==> src/hw/ex_pkg.sv <==
package ex_pkg;

    // datapath and address width
    localparam int XLEN = 32;
    // register index width
    localparam int REG_W = 5;

    // data memory depth in words, word index taken from address bits above [1:0]
    localparam int DMEM_WORDS = 64;
    localparam int DMEM_AW = $clog2(DMEM_WORDS);

    // byte lane masks by access size, before shifting by the address
    localparam logic [3:0] MASK_B = 4'b0001;
    localparam logic [3:0] MASK_H = 4'b0011;
    localparam logic [3:0] MASK_W = 4'b1111;

    typedef enum logic [3:0] {
        OP_ADD     = 4'd0,
        OP_SUB     = 4'd1,
        OP_AND     = 4'd2,
        OP_OR      = 4'd3,
        OP_XOR     = 4'd4,
        OP_SLT     = 4'd5,
        OP_LD_B    = 4'd6,
        OP_LD_H    = 4'd7,
        OP_LD_W    = 4'd8,
        OP_ST_B    = 4'd9,
        OP_ST_H    = 4'd10,
        OP_ST_W    = 4'd11,
        OP_SYSCALL = 4'd12,
        OP_BREAK   = 4'd13
    } op_e;

    typedef enum logic [1:0] {
        EXC_NONE = 2'd0,
        EXC_ALE  = 2'd1,
        EXC_SYS  = 2'd2,
        EXC_BRK  = 2'd3
    } excp_e;

endpackage
==> src/hw/exec_top.sv <==
module exec_top import ex_pkg::*; (
    input  logic             clk,
    input  logic             aresetn,
    input  logic             flush,
    input  logic             in_valid,
    input  op_e              in_op,
    input  logic [XLEN-1:0]  in_rj_data,
    input  logic [XLEN-1:0]  in_rk_data,
    input  logic [XLEN-1:0]  in_imm,
    input  logic [REG_W-1:0] in_rd,
    input  logic [XLEN-1:0]  in_pc,
    output logic             in_ready,
    output logic             res_valid,
    output logic [XLEN-1:0]  res_pc,
    output logic [REG_W-1:0] res_rd,
    output logic [XLEN-1:0]  res_data,
    output logic             res_we,
    output excp_e            res_excp,
    input  logic             res_ready
);

    // ex0 to mem_buf
    logic             ex0_valid;
    op_e              ex0_op;
    logic [XLEN-1:0]  ex0_result;
    logic [XLEN-1:0]  ex0_st_data;
    logic [REG_W-1:0] ex0_rd;
    logic [XLEN-1:0]  ex0_pc;
    excp_e            ex0_excp;
    logic             buf_allowin;

    // mem_buf to ex1
    logic             buf_valid;
    op_e              buf_op;
    logic [XLEN-1:0]  buf_result;
    logic [XLEN-1:0]  buf_st_data;
    logic [REG_W-1:0] buf_rd;
    logic [XLEN-1:0]  buf_pc;
    excp_e            buf_excp;
    logic             dc_we;
    logic [3:0]       dc_wmask;
    logic             ex1_allowin;

    ex0_stage u_ex0_stage (
        .clk         (clk),
        .aresetn     (aresetn),
        .flush       (flush),
        .in_valid    (in_valid),
        .in_op       (in_op),
        .in_rj_data  (in_rj_data),
        .in_rk_data  (in_rk_data),
        .in_imm      (in_imm),
        .in_rd       (in_rd),
        .in_pc       (in_pc),
        .buf_allowin (buf_allowin),
        .in_ready    (in_ready),
        .ex0_valid   (ex0_valid),
        .ex0_op      (ex0_op),
        .ex0_result  (ex0_result),
        .ex0_st_data (ex0_st_data),
        .ex0_rd      (ex0_rd),
        .ex0_pc      (ex0_pc),
        .ex0_excp    (ex0_excp)
    );

    mem_buf u_mem_buf (
        .clk         (clk),
        .aresetn     (aresetn),
        .flush       (flush),
        .ex0_valid   (ex0_valid),
        .ex0_op      (ex0_op),
        .ex0_result  (ex0_result),
        .ex0_st_data (ex0_st_data),
        .ex0_rd      (ex0_rd),
        .ex0_pc      (ex0_pc),
        .ex0_excp    (ex0_excp),
        .ex1_allowin (ex1_allowin),
        .buf_allowin (buf_allowin),
        .buf_valid   (buf_valid),
        .buf_op      (buf_op),
        .buf_result  (buf_result),
        .buf_st_data (buf_st_data),
        .buf_rd      (buf_rd),
        .buf_pc      (buf_pc),
        .buf_excp    (buf_excp),
        .dc_we       (dc_we),
        .dc_wmask    (dc_wmask)
    );

    ex1_stage u_ex1_stage (
        .clk         (clk),
        .aresetn     (aresetn),
        .flush       (flush),
        .buf_valid   (buf_valid),
        .buf_op      (buf_op),
        .buf_result  (buf_result),
        .buf_st_data (buf_st_data),
        .buf_rd      (buf_rd),
        .buf_pc      (buf_pc),
        .buf_excp    (buf_excp),
        .dc_we       (dc_we),
        .dc_wmask    (dc_wmask),
        .res_ready   (res_ready),
        .ex1_allowin (ex1_allowin),
        .res_valid   (res_valid),
        .res_pc      (res_pc),
        .res_rd      (res_rd),
        .res_data    (res_data),
        .res_we      (res_we),
        .res_excp    (res_excp)
    );

endmodule

==> src/hw/ex1_stage.sv <==
module ex1_stage import ex_pkg::*; (
    input  logic             clk,
    input  logic             aresetn,
    input  logic             flush,
    input  logic             buf_valid,
    input  op_e              buf_op,
    input  logic [XLEN-1:0]  buf_result,
    input  logic [XLEN-1:0]  buf_st_data,
    input  logic [REG_W-1:0] buf_rd,
    input  logic [XLEN-1:0]  buf_pc,
    input  excp_e            buf_excp,
    input  logic             dc_we,
    input  logic [3:0]       dc_wmask,
    input  logic             res_ready,
    output logic             ex1_allowin,
    output logic             res_valid,
    output logic [XLEN-1:0]  res_pc,
    output logic [REG_W-1:0] res_rd,
    output logic [XLEN-1:0]  res_data,
    output logic             res_we,
    output excp_e            res_excp
);

    logic [XLEN-1:0]    dmem [DMEM_WORDS];
    logic [DMEM_AW-1:0] idx;
    logic [1:0]         off;
    logic               accept;
    logic [3:0]         lane_mask;
    logic [XLEN-1:0]    wdata;
    logic [XLEN-1:0]    rshift;
    logic [XLEN-1:0]    data_d;
    logic               we_d;

    assign ex1_allowin = ~res_valid | res_ready;
    assign accept      = buf_valid && ex1_allowin && !flush;

    assign idx       = buf_result[DMEM_AW+1:2];
    assign off       = buf_result[1:0];
    assign lane_mask = dc_wmask << off;
    assign wdata     = buf_st_data << {off, 3'b000};
    assign rshift    = dmem[idx] >> {off, 3'b000};

    always_comb begin
        case (buf_op)
            OP_LD_B: data_d = {{(XLEN-8){rshift[7]}}, rshift[7:0]};
            OP_LD_H: data_d = {{(XLEN-16){rshift[15]}}, rshift[15:0]};
            OP_LD_W: data_d = rshift;
            default: data_d = buf_result;
        endcase
        // excepting loads hand back the address unchanged
        if (buf_excp != EXC_NONE) begin
            data_d = buf_result;
        end
    end

    assign we_d = (buf_excp == EXC_NONE) &&
                  (buf_op inside {OP_ADD, OP_SUB, OP_AND, OP_OR, OP_XOR, OP_SLT,
                                  OP_LD_B, OP_LD_H, OP_LD_W});

    // byte-lane writes, only for a clean store
    always_ff @(posedge clk) begin
        if (!aresetn) begin
            for (int i = 0; i < DMEM_WORDS; i++) begin
                dmem[i] <= '0;
            end
        end else if (accept && dc_we) begin
            for (int b = 0; b < 4; b++) begin
                if (lane_mask[b]) begin
                    dmem[idx][8*b +: 8] <= wdata[8*b +: 8];
                end
            end
        end
    end

    always_ff @(posedge clk) begin
        if (!aresetn || flush) begin
            res_valid <= 1'b0;
        end else if (ex1_allowin) begin
            res_valid <= buf_valid;
        end
    end

    always_ff @(posedge clk) begin
        if (accept) begin
            res_pc   <= buf_pc;
            res_rd   <= buf_rd;
            res_data <= data_d;
            res_we   <= we_d;
            res_excp <= buf_excp;
        end
    end

endmodule

==> src/hw/mem_buf.sv <==
module mem_buf import ex_pkg::*; (
    input  logic             clk,
    input  logic             aresetn,
    input  logic             flush,
    input  logic             ex0_valid,
    input  op_e              ex0_op,
    input  logic [XLEN-1:0]  ex0_result,
    input  logic [XLEN-1:0]  ex0_st_data,
    input  logic [REG_W-1:0] ex0_rd,
    input  logic [XLEN-1:0]  ex0_pc,
    input  excp_e            ex0_excp,
    input  logic             ex1_allowin,
    output logic             buf_allowin,
    output logic             buf_valid,
    output op_e              buf_op,
    output logic [XLEN-1:0]  buf_result,
    output logic [XLEN-1:0]  buf_st_data,
    output logic [REG_W-1:0] buf_rd,
    output logic [XLEN-1:0]  buf_pc,
    output excp_e            buf_excp,
    output logic             dc_we,
    output logic [3:0]       dc_wmask
);

    logic exc_hold;
    logic buf_has_excp;
    logic pass_on;
    logic take_in;
    logic is_store;

    assign buf_has_excp = buf_valid && (buf_excp != EXC_NONE);
    assign pass_on      = buf_valid && ex1_allowin;
    assign take_in      = ex0_valid && buf_allowin;

    // an excepting instruction in the slot already blocks new work,
    // so nothing slips in behind it on the cycle it moves on
    assign buf_allowin = (~buf_valid | ex1_allowin) & ~exc_hold & ~buf_has_excp;

    always_ff @(posedge clk) begin
        if (!aresetn || flush) begin
            buf_valid <= 1'b0;
        end else if (take_in) begin
            buf_valid <= 1'b1;
        end else if (pass_on) begin
            buf_valid <= 1'b0;
        end
    end

    always_ff @(posedge clk) begin
        if (take_in) begin
            buf_op      <= ex0_op;
            buf_result  <= ex0_result;
            buf_st_data <= ex0_st_data;
            buf_rd      <= ex0_rd;
            buf_pc      <= ex0_pc;
            buf_excp    <= ex0_excp;
        end
    end

    // held from the exception hand-off until the commit flush
    always_ff @(posedge clk) begin
        if (!aresetn || flush) begin
            exc_hold <= 1'b0;
        end else if (pass_on && buf_has_excp) begin
            exc_hold <= 1'b1;
        end
    end

    // data-cache request decode
    assign is_store = buf_op inside {OP_ST_B, OP_ST_H, OP_ST_W};
    assign dc_we    = buf_valid && is_store && (buf_excp == EXC_NONE);

    always_comb begin
        case (buf_op)
            OP_LD_B, OP_ST_B: dc_wmask = MASK_B;
            OP_LD_H, OP_ST_H: dc_wmask = MASK_H;
            default:          dc_wmask = MASK_W;
        endcase
    end

endmodule

==> src/hw/ex0_stage.sv <==
module ex0_stage import ex_pkg::*; (
    input  logic             clk,
    input  logic             aresetn,
    input  logic             flush,
    input  logic             in_valid,
    input  op_e              in_op,
    input  logic [XLEN-1:0]  in_rj_data,
    input  logic [XLEN-1:0]  in_rk_data,
    input  logic [XLEN-1:0]  in_imm,
    input  logic [REG_W-1:0] in_rd,
    input  logic [XLEN-1:0]  in_pc,
    input  logic             buf_allowin,
    output logic             in_ready,
    output logic             ex0_valid,
    output op_e              ex0_op,
    output logic [XLEN-1:0]  ex0_result,
    output logic [XLEN-1:0]  ex0_st_data,
    output logic [REG_W-1:0] ex0_rd,
    output logic [XLEN-1:0]  ex0_pc,
    output excp_e            ex0_excp
);

    logic [XLEN-1:0] addr;
    logic [XLEN-1:0] result_d;
    excp_e           excp_d;
    logic            slt;

    // slot free or draining into mem_buf; nothing taken on a flush edge
    assign in_ready = (~ex0_valid | buf_allowin) & ~flush;

    assign addr = in_rj_data + in_imm;
    assign slt  = $signed(in_rj_data) < $signed(in_rk_data);

    always_comb begin
        case (in_op)
            OP_ADD:  result_d = in_rj_data + in_rk_data;
            OP_SUB:  result_d = in_rj_data - in_rk_data;
            OP_AND:  result_d = in_rj_data & in_rk_data;
            OP_OR:   result_d = in_rj_data | in_rk_data;
            OP_XOR:  result_d = in_rj_data ^ in_rk_data;
            OP_SLT:  result_d = {{(XLEN-1){1'b0}}, slt};
            OP_LD_B, OP_LD_H, OP_LD_W,
            OP_ST_B, OP_ST_H, OP_ST_W: result_d = addr;
            default: result_d = '0;
        endcase
    end

    // alignment check on halfword and word accesses
    always_comb begin
        case (in_op)
            OP_LD_H, OP_ST_H: excp_d = addr[0] ? EXC_ALE : EXC_NONE;
            OP_LD_W, OP_ST_W: excp_d = (addr[1:0] != 2'b00) ? EXC_ALE : EXC_NONE;
            OP_SYSCALL:       excp_d = EXC_SYS;
            OP_BREAK:         excp_d = EXC_BRK;
            default:          excp_d = EXC_NONE;
        endcase
    end

    always_ff @(posedge clk) begin
        if (!aresetn || flush) begin
            ex0_valid <= 1'b0;
        end else if (~ex0_valid | buf_allowin) begin
            ex0_valid <= in_valid;
        end
    end

    always_ff @(posedge clk) begin
        if (in_valid && in_ready) begin
            ex0_op      <= in_op;
            ex0_result  <= result_d;
            ex0_st_data <= in_rk_data;
            ex0_rd      <= in_rd;
            ex0_pc      <= in_pc;
            ex0_excp    <= excp_d;
        end
    end

endmodule

==> config.mk <==
export PLATFORM = sky130hd
export DESIGN_NAME = exec_top
export DESIGN_NICKNAME = d
export VERILOG_FILES = /design/src/hw/ex_pkg.sv /design/src/hw/exec_top.sv /design/src/hw/ex1_stage.sv /design/src/hw/mem_buf.sv /design/src/hw/ex0_stage.sv
export SDC_FILE = /design/constraint.sdc
export NUM_CORES = 2
export LEC_CHECK = 0
export ABC_AREA = 1
export BUFFER_PORTS_ARGS = -buffer_cell sky130_fd_sc_hd__buf_4
export CORE_UTILIZATION = 25
export DETAILED_ROUTE_END_ITERATION = 6
export HOLD_SLACK_MARGIN = 0.03
export MAX_ROUTING_LAYER = met4
export PLACE_DENSITY = 0.37
export SYNTH_ARGS = -nofsm -noshare
export SYNTH_HDL_FRONTEND = slang
export SYNTH_SLANG_ARGS = --single-unit
==> constraint.sdc <==
create_clock -name clk -period 19.5 [get_ports clk]
set_input_delay 1.95 -clock clk [delete_from_list [all_inputs] [get_ports clk]]
set_output_delay 1.95 -clock clk [all_outputs]
set_load 0.005 [all_outputs]
==> results.md <==
- Switching Fraction: 25.66%
- Area Growth Syn to Fin: 14.69%
- CP Class: register to register
- Number of gates resized after cts: 0
- Flip-flop and latch area: 70310 sq um
- CTS tree: done
- Arr. time, crit path: 6.42 ns
- Core region area: 441500 sq um
- Longest Clk Path Bufs: 4
- Combinational power share: 9.1%
- Internal power: 0.009028 W
- Layout cell share with drive strength beyond 1: 8.075%
- WL/cell: 25.99 um
- Die area: 446100 sq um
- Gr usage total: 20.45%
- Post-CTS setup buffers: 0
- Clk root buf: clkbuf_16
- Synth Area per Inst: 9.672 sq um
- First-pass GRT wire length: 637300 um
- Peak supply drop: 0.00005925 V
- Synth Register Bits: 2344
- Least-Margin Pin Slew: 1.243 ns
- Commonest non-fill, non-tap cells in the layout: nand2_1 (2621), nor2_1 (2588), edfxtp_1 (2334), nand3_1 (1647), buf_4 (388)
- Final Hold Vio Count: 0
- Num CTS Buffers: 289
- Util after Layout: 28.80%
- CP max FO: 59
- Worst setup margin: 13.67 ns
- Clk pwr share: 43.5%
- Multi-input logic area: 36120 sq um
- Die Wd: 667.9 um
- Fin Clk Skew: 0.04158 ns
- Leakage: 47.32 nW
- Final count of pins violating max slew: 0
- Vias/cell: 4.875
- Max Cap Violations: 0
- DR iter-0 viols: 8495
- CTS sink count: 2344
- Die height: 667.9 um
- Gr ovfl total: 0
- # H-tree levels: 5
- Post-Syn Area: 110900 sq um
- Worst-skew pair later-pin latency: 0.93 ns
- Clock-pin slew on the worst setup and hold paths: 0.06 ns
- Row Count: 244
- Largest net degree at the start of global routing: 158
- Antenna Nets Post-Route: 0
- Hold Slack: 0.4033 ns
- Pwr Density: 95.51 nW/um^2
- CP endpoint kind: register
- Final period util: 29.88%
- Hold crit path type: register to register
- Dpl ws: 13.24 ns
- Remaining DRCs: 1
- Post-synthesis net count: 11750
- P_sw: 0.003117 W
- Status: finished with violations
- Register area share after synthesis: 63.40%
- Final setup violating endpoints: 0
- Hold_sp: u_ex0_stage.ex0_pc[27]
- Total Wirelength: 455900 um
- Post-synth cell types: 49
- Commonest non-fill, non-tap cell in the layout: nand2_1
- Failing checks: design-rule violations
- IO buf count: 215
- Vias in the first global route: 85110
- Yosys warning total: 0
- Worst EP required: 20.09 ns
- Final GP Congestion: 0.9007
- Initial Util: 25.11%
- Post-layout min period: 5.827 ns
- Post-DP HPWL: 300800 um
- I/O pins: 216
- Fin nets: 11680
- Layout fillers: 46600
- TritonRoute pass-1 iters: 7
- RSZ-0062 raised after global routing: false
- Setup TNS: 0 ns
- DR vias: 85510
- Hold_buf cts: 0
- Slew margin rel.: 17.03%
- Initial antenna violation count: 34
- CP Launch Type: register
- Max Clk Rate: 171.6 MHz
- Cells after Synth: 11460
- Fraction of power consumed by sequential logic: 47.4%
==> routing by layer <==
metal,vias to the layer above,GRT usage [%],wire length [um]
li1,39030,-,-
met1,42900,26.90,200600
met3,548,2.972,28230
met4,0,6.104,14790
met5,-,-,0
met2,3030,32.64,212300
==> worst paths after layout <==
path	end	slack, ns	cells past startpoint
setup / recovery	u_ex1_stage.res_data[0]	13.67	13
hold / removal	u_mem_buf.buf_pc[27]	0.40	0
setup reg to reg	u_ex1_stage.res_data[0]	13.67	13
hold reg to reg	u_mem_buf.buf_pc[27]	0.40	0
==> final cells by class <==
| class | count | area share, % |
|---|---|---|
| antenna | 20 | 0.03936 |
| clock inverter | 163 | 1.085 |
| inverter | 310 | 0.9476 |
| timing repair buffer | 394 | 2.381 |
| tap | 5904 | 5.809 |
| sequential | 2344 | 55.29 |
| multi-input combinational | 8054 | 28.41 |
| clock buffer | 351 | 6.038 |
==> synthesized netlist by cell type (all sizes together) <==
| library cell | instances | area (sq um) |
|---|---|---|
| clkbuf | 311 | 1167 |
| nand3 | 1648 | 8253 |
| o31ai | 5 | 37.54 |
| a211oi | 3 | 22.52 |
| clkinv | 4 | 15.01 |
| dfxtp | 10 | 200.2 |
| a21oi | 202 | 1049 |
| nor4 | 7 | 43.79 |
| xor2 | 6 | 52.55 |
| o22ai | 132 | 825.8 |
| and3 | 1 | 6.260 |
| a31oi | 2 | 12.51 |
| nand2 | 2628 | 9867 |
| o21bai | 9 | 67.56 |
| ha | 144 | 1802 |
| edfxtp | 2334 | 70090 |
| and2 | 1 | 6.260 |
| fa | 3 | 60.06 |
| nand3b | 4 | 30.03 |
| o221ai | 18 | 157.7 |
| a21o | 7 | 52.55 |
| o21ai | 412 | 2062 |
| xnor2 | 3 | 26.28 |
| o21a | 9 | 67.56 |
| a22oi | 8 | 60.06 |
| nor2 | 2660 | 9990 |
| a221oi | 28 | 289.0 |
| nor3 | 23 | 115.1 |
| o211ai | 11 | 82.58 |
| nand4 | 29 | 181.4 |
| a41oi | 1 | 8.760 |
| a21boi | 13 | 97.59 |
| or2 | 24 | 150.1 |
| o2111ai | 13 | 113.9 |
| inv | 306 | 1151 |
| buf | 443 | 2655 |
==> critical path, stage by stage (launching register included) <==
cell and delay [ns]:
dfxtp_4 0.96, buf_4 0.69, buf_4 0.83, buf_4 0.57, buf_4 0.46, o221ai_1 0.20, nand3_1 0.18, nand3_1 0.18
nand2_1 0.18, nand2_1 0.06, nand2_1 0.06, nor2_1 0.05, nor2_1 0.55, a21oi_1 0.32
==> flip-flops by register name (all words and copies together), names as in the netlist, named ones only <==
| name | cells |
|---|---|
| u_ex1_stage.dmem | 2048 |
| u_ex0_stage.ex0_pc | 32 |
| u_ex0_stage.ex0_result | 32 |
| u_ex0_stage.ex0_st_data | 32 |
| u_ex1_stage.res_data | 32 |
| u_ex1_stage.res_pc | 32 |
| u_mem_buf.buf_pc | 32 |
| u_mem_buf.buf_result | 32 |
| u_mem_buf.buf_st_data | 32 |
| u_ex0_stage.ex0_rd | 5 |
| u_ex1_stage.res_rd | 5 |
| u_mem_buf.buf_rd | 5 |
| u_ex0_stage.ex0_op | 4 |
| u_mem_buf.buf_op | 4 |
| u_ex0_stage.ex0_excp | 2 |
| u_ex1_stage.res_excp | 2 |
| u_mem_buf.buf_excp | 2 |
| u_ex0_stage.ex0_valid | 1 |
| u_ex1_stage.res_valid | 1 |
| u_ex1_stage.res_we | 1 |
| u_mem_buf.buf_valid | 1 |
| u_mem_buf.exc_hold | 1 |
==> cells by family after synthesis <==
group	count (synthesis)	share of synthesized area, %
fa+ha+maj	147	1.679
simple gates	7025	25.84
buf+inv	1064	4.500
xor+xnor	9	0.07110
flops	2344	63.40
compound gates	873	4.515
==> power groups by stage <==
stage | registers (W) | clock network, W | logic, W
floorplan | 0.00582 | 0 | 0.000658
global placement | 0.00586 | 0 | 0.00110
detailed placement | 0.00586 | 0 | 0.00110
CTS | 0.00576 | 0.00539 | 0.00110
global route | 0.00577 | 0.00557 | 0.00119
finish | 0.00576 | 0.00528 | 0.00110
==> stage by stage <==
stage	instance area [sq um]	total power, W	cells
6_report	127200	0.01214	17540
5_1_grt	127100	0.01253	17530
4_1_cts	127100	0.01225	17520
3_5_place_dp	118000	0.006963	17010
3_3_place_gp	118000	0.006960	17010
2_1_floorplan	110900	0.006482	11460
Note: power is estimated with default switching activity, not from simulation.
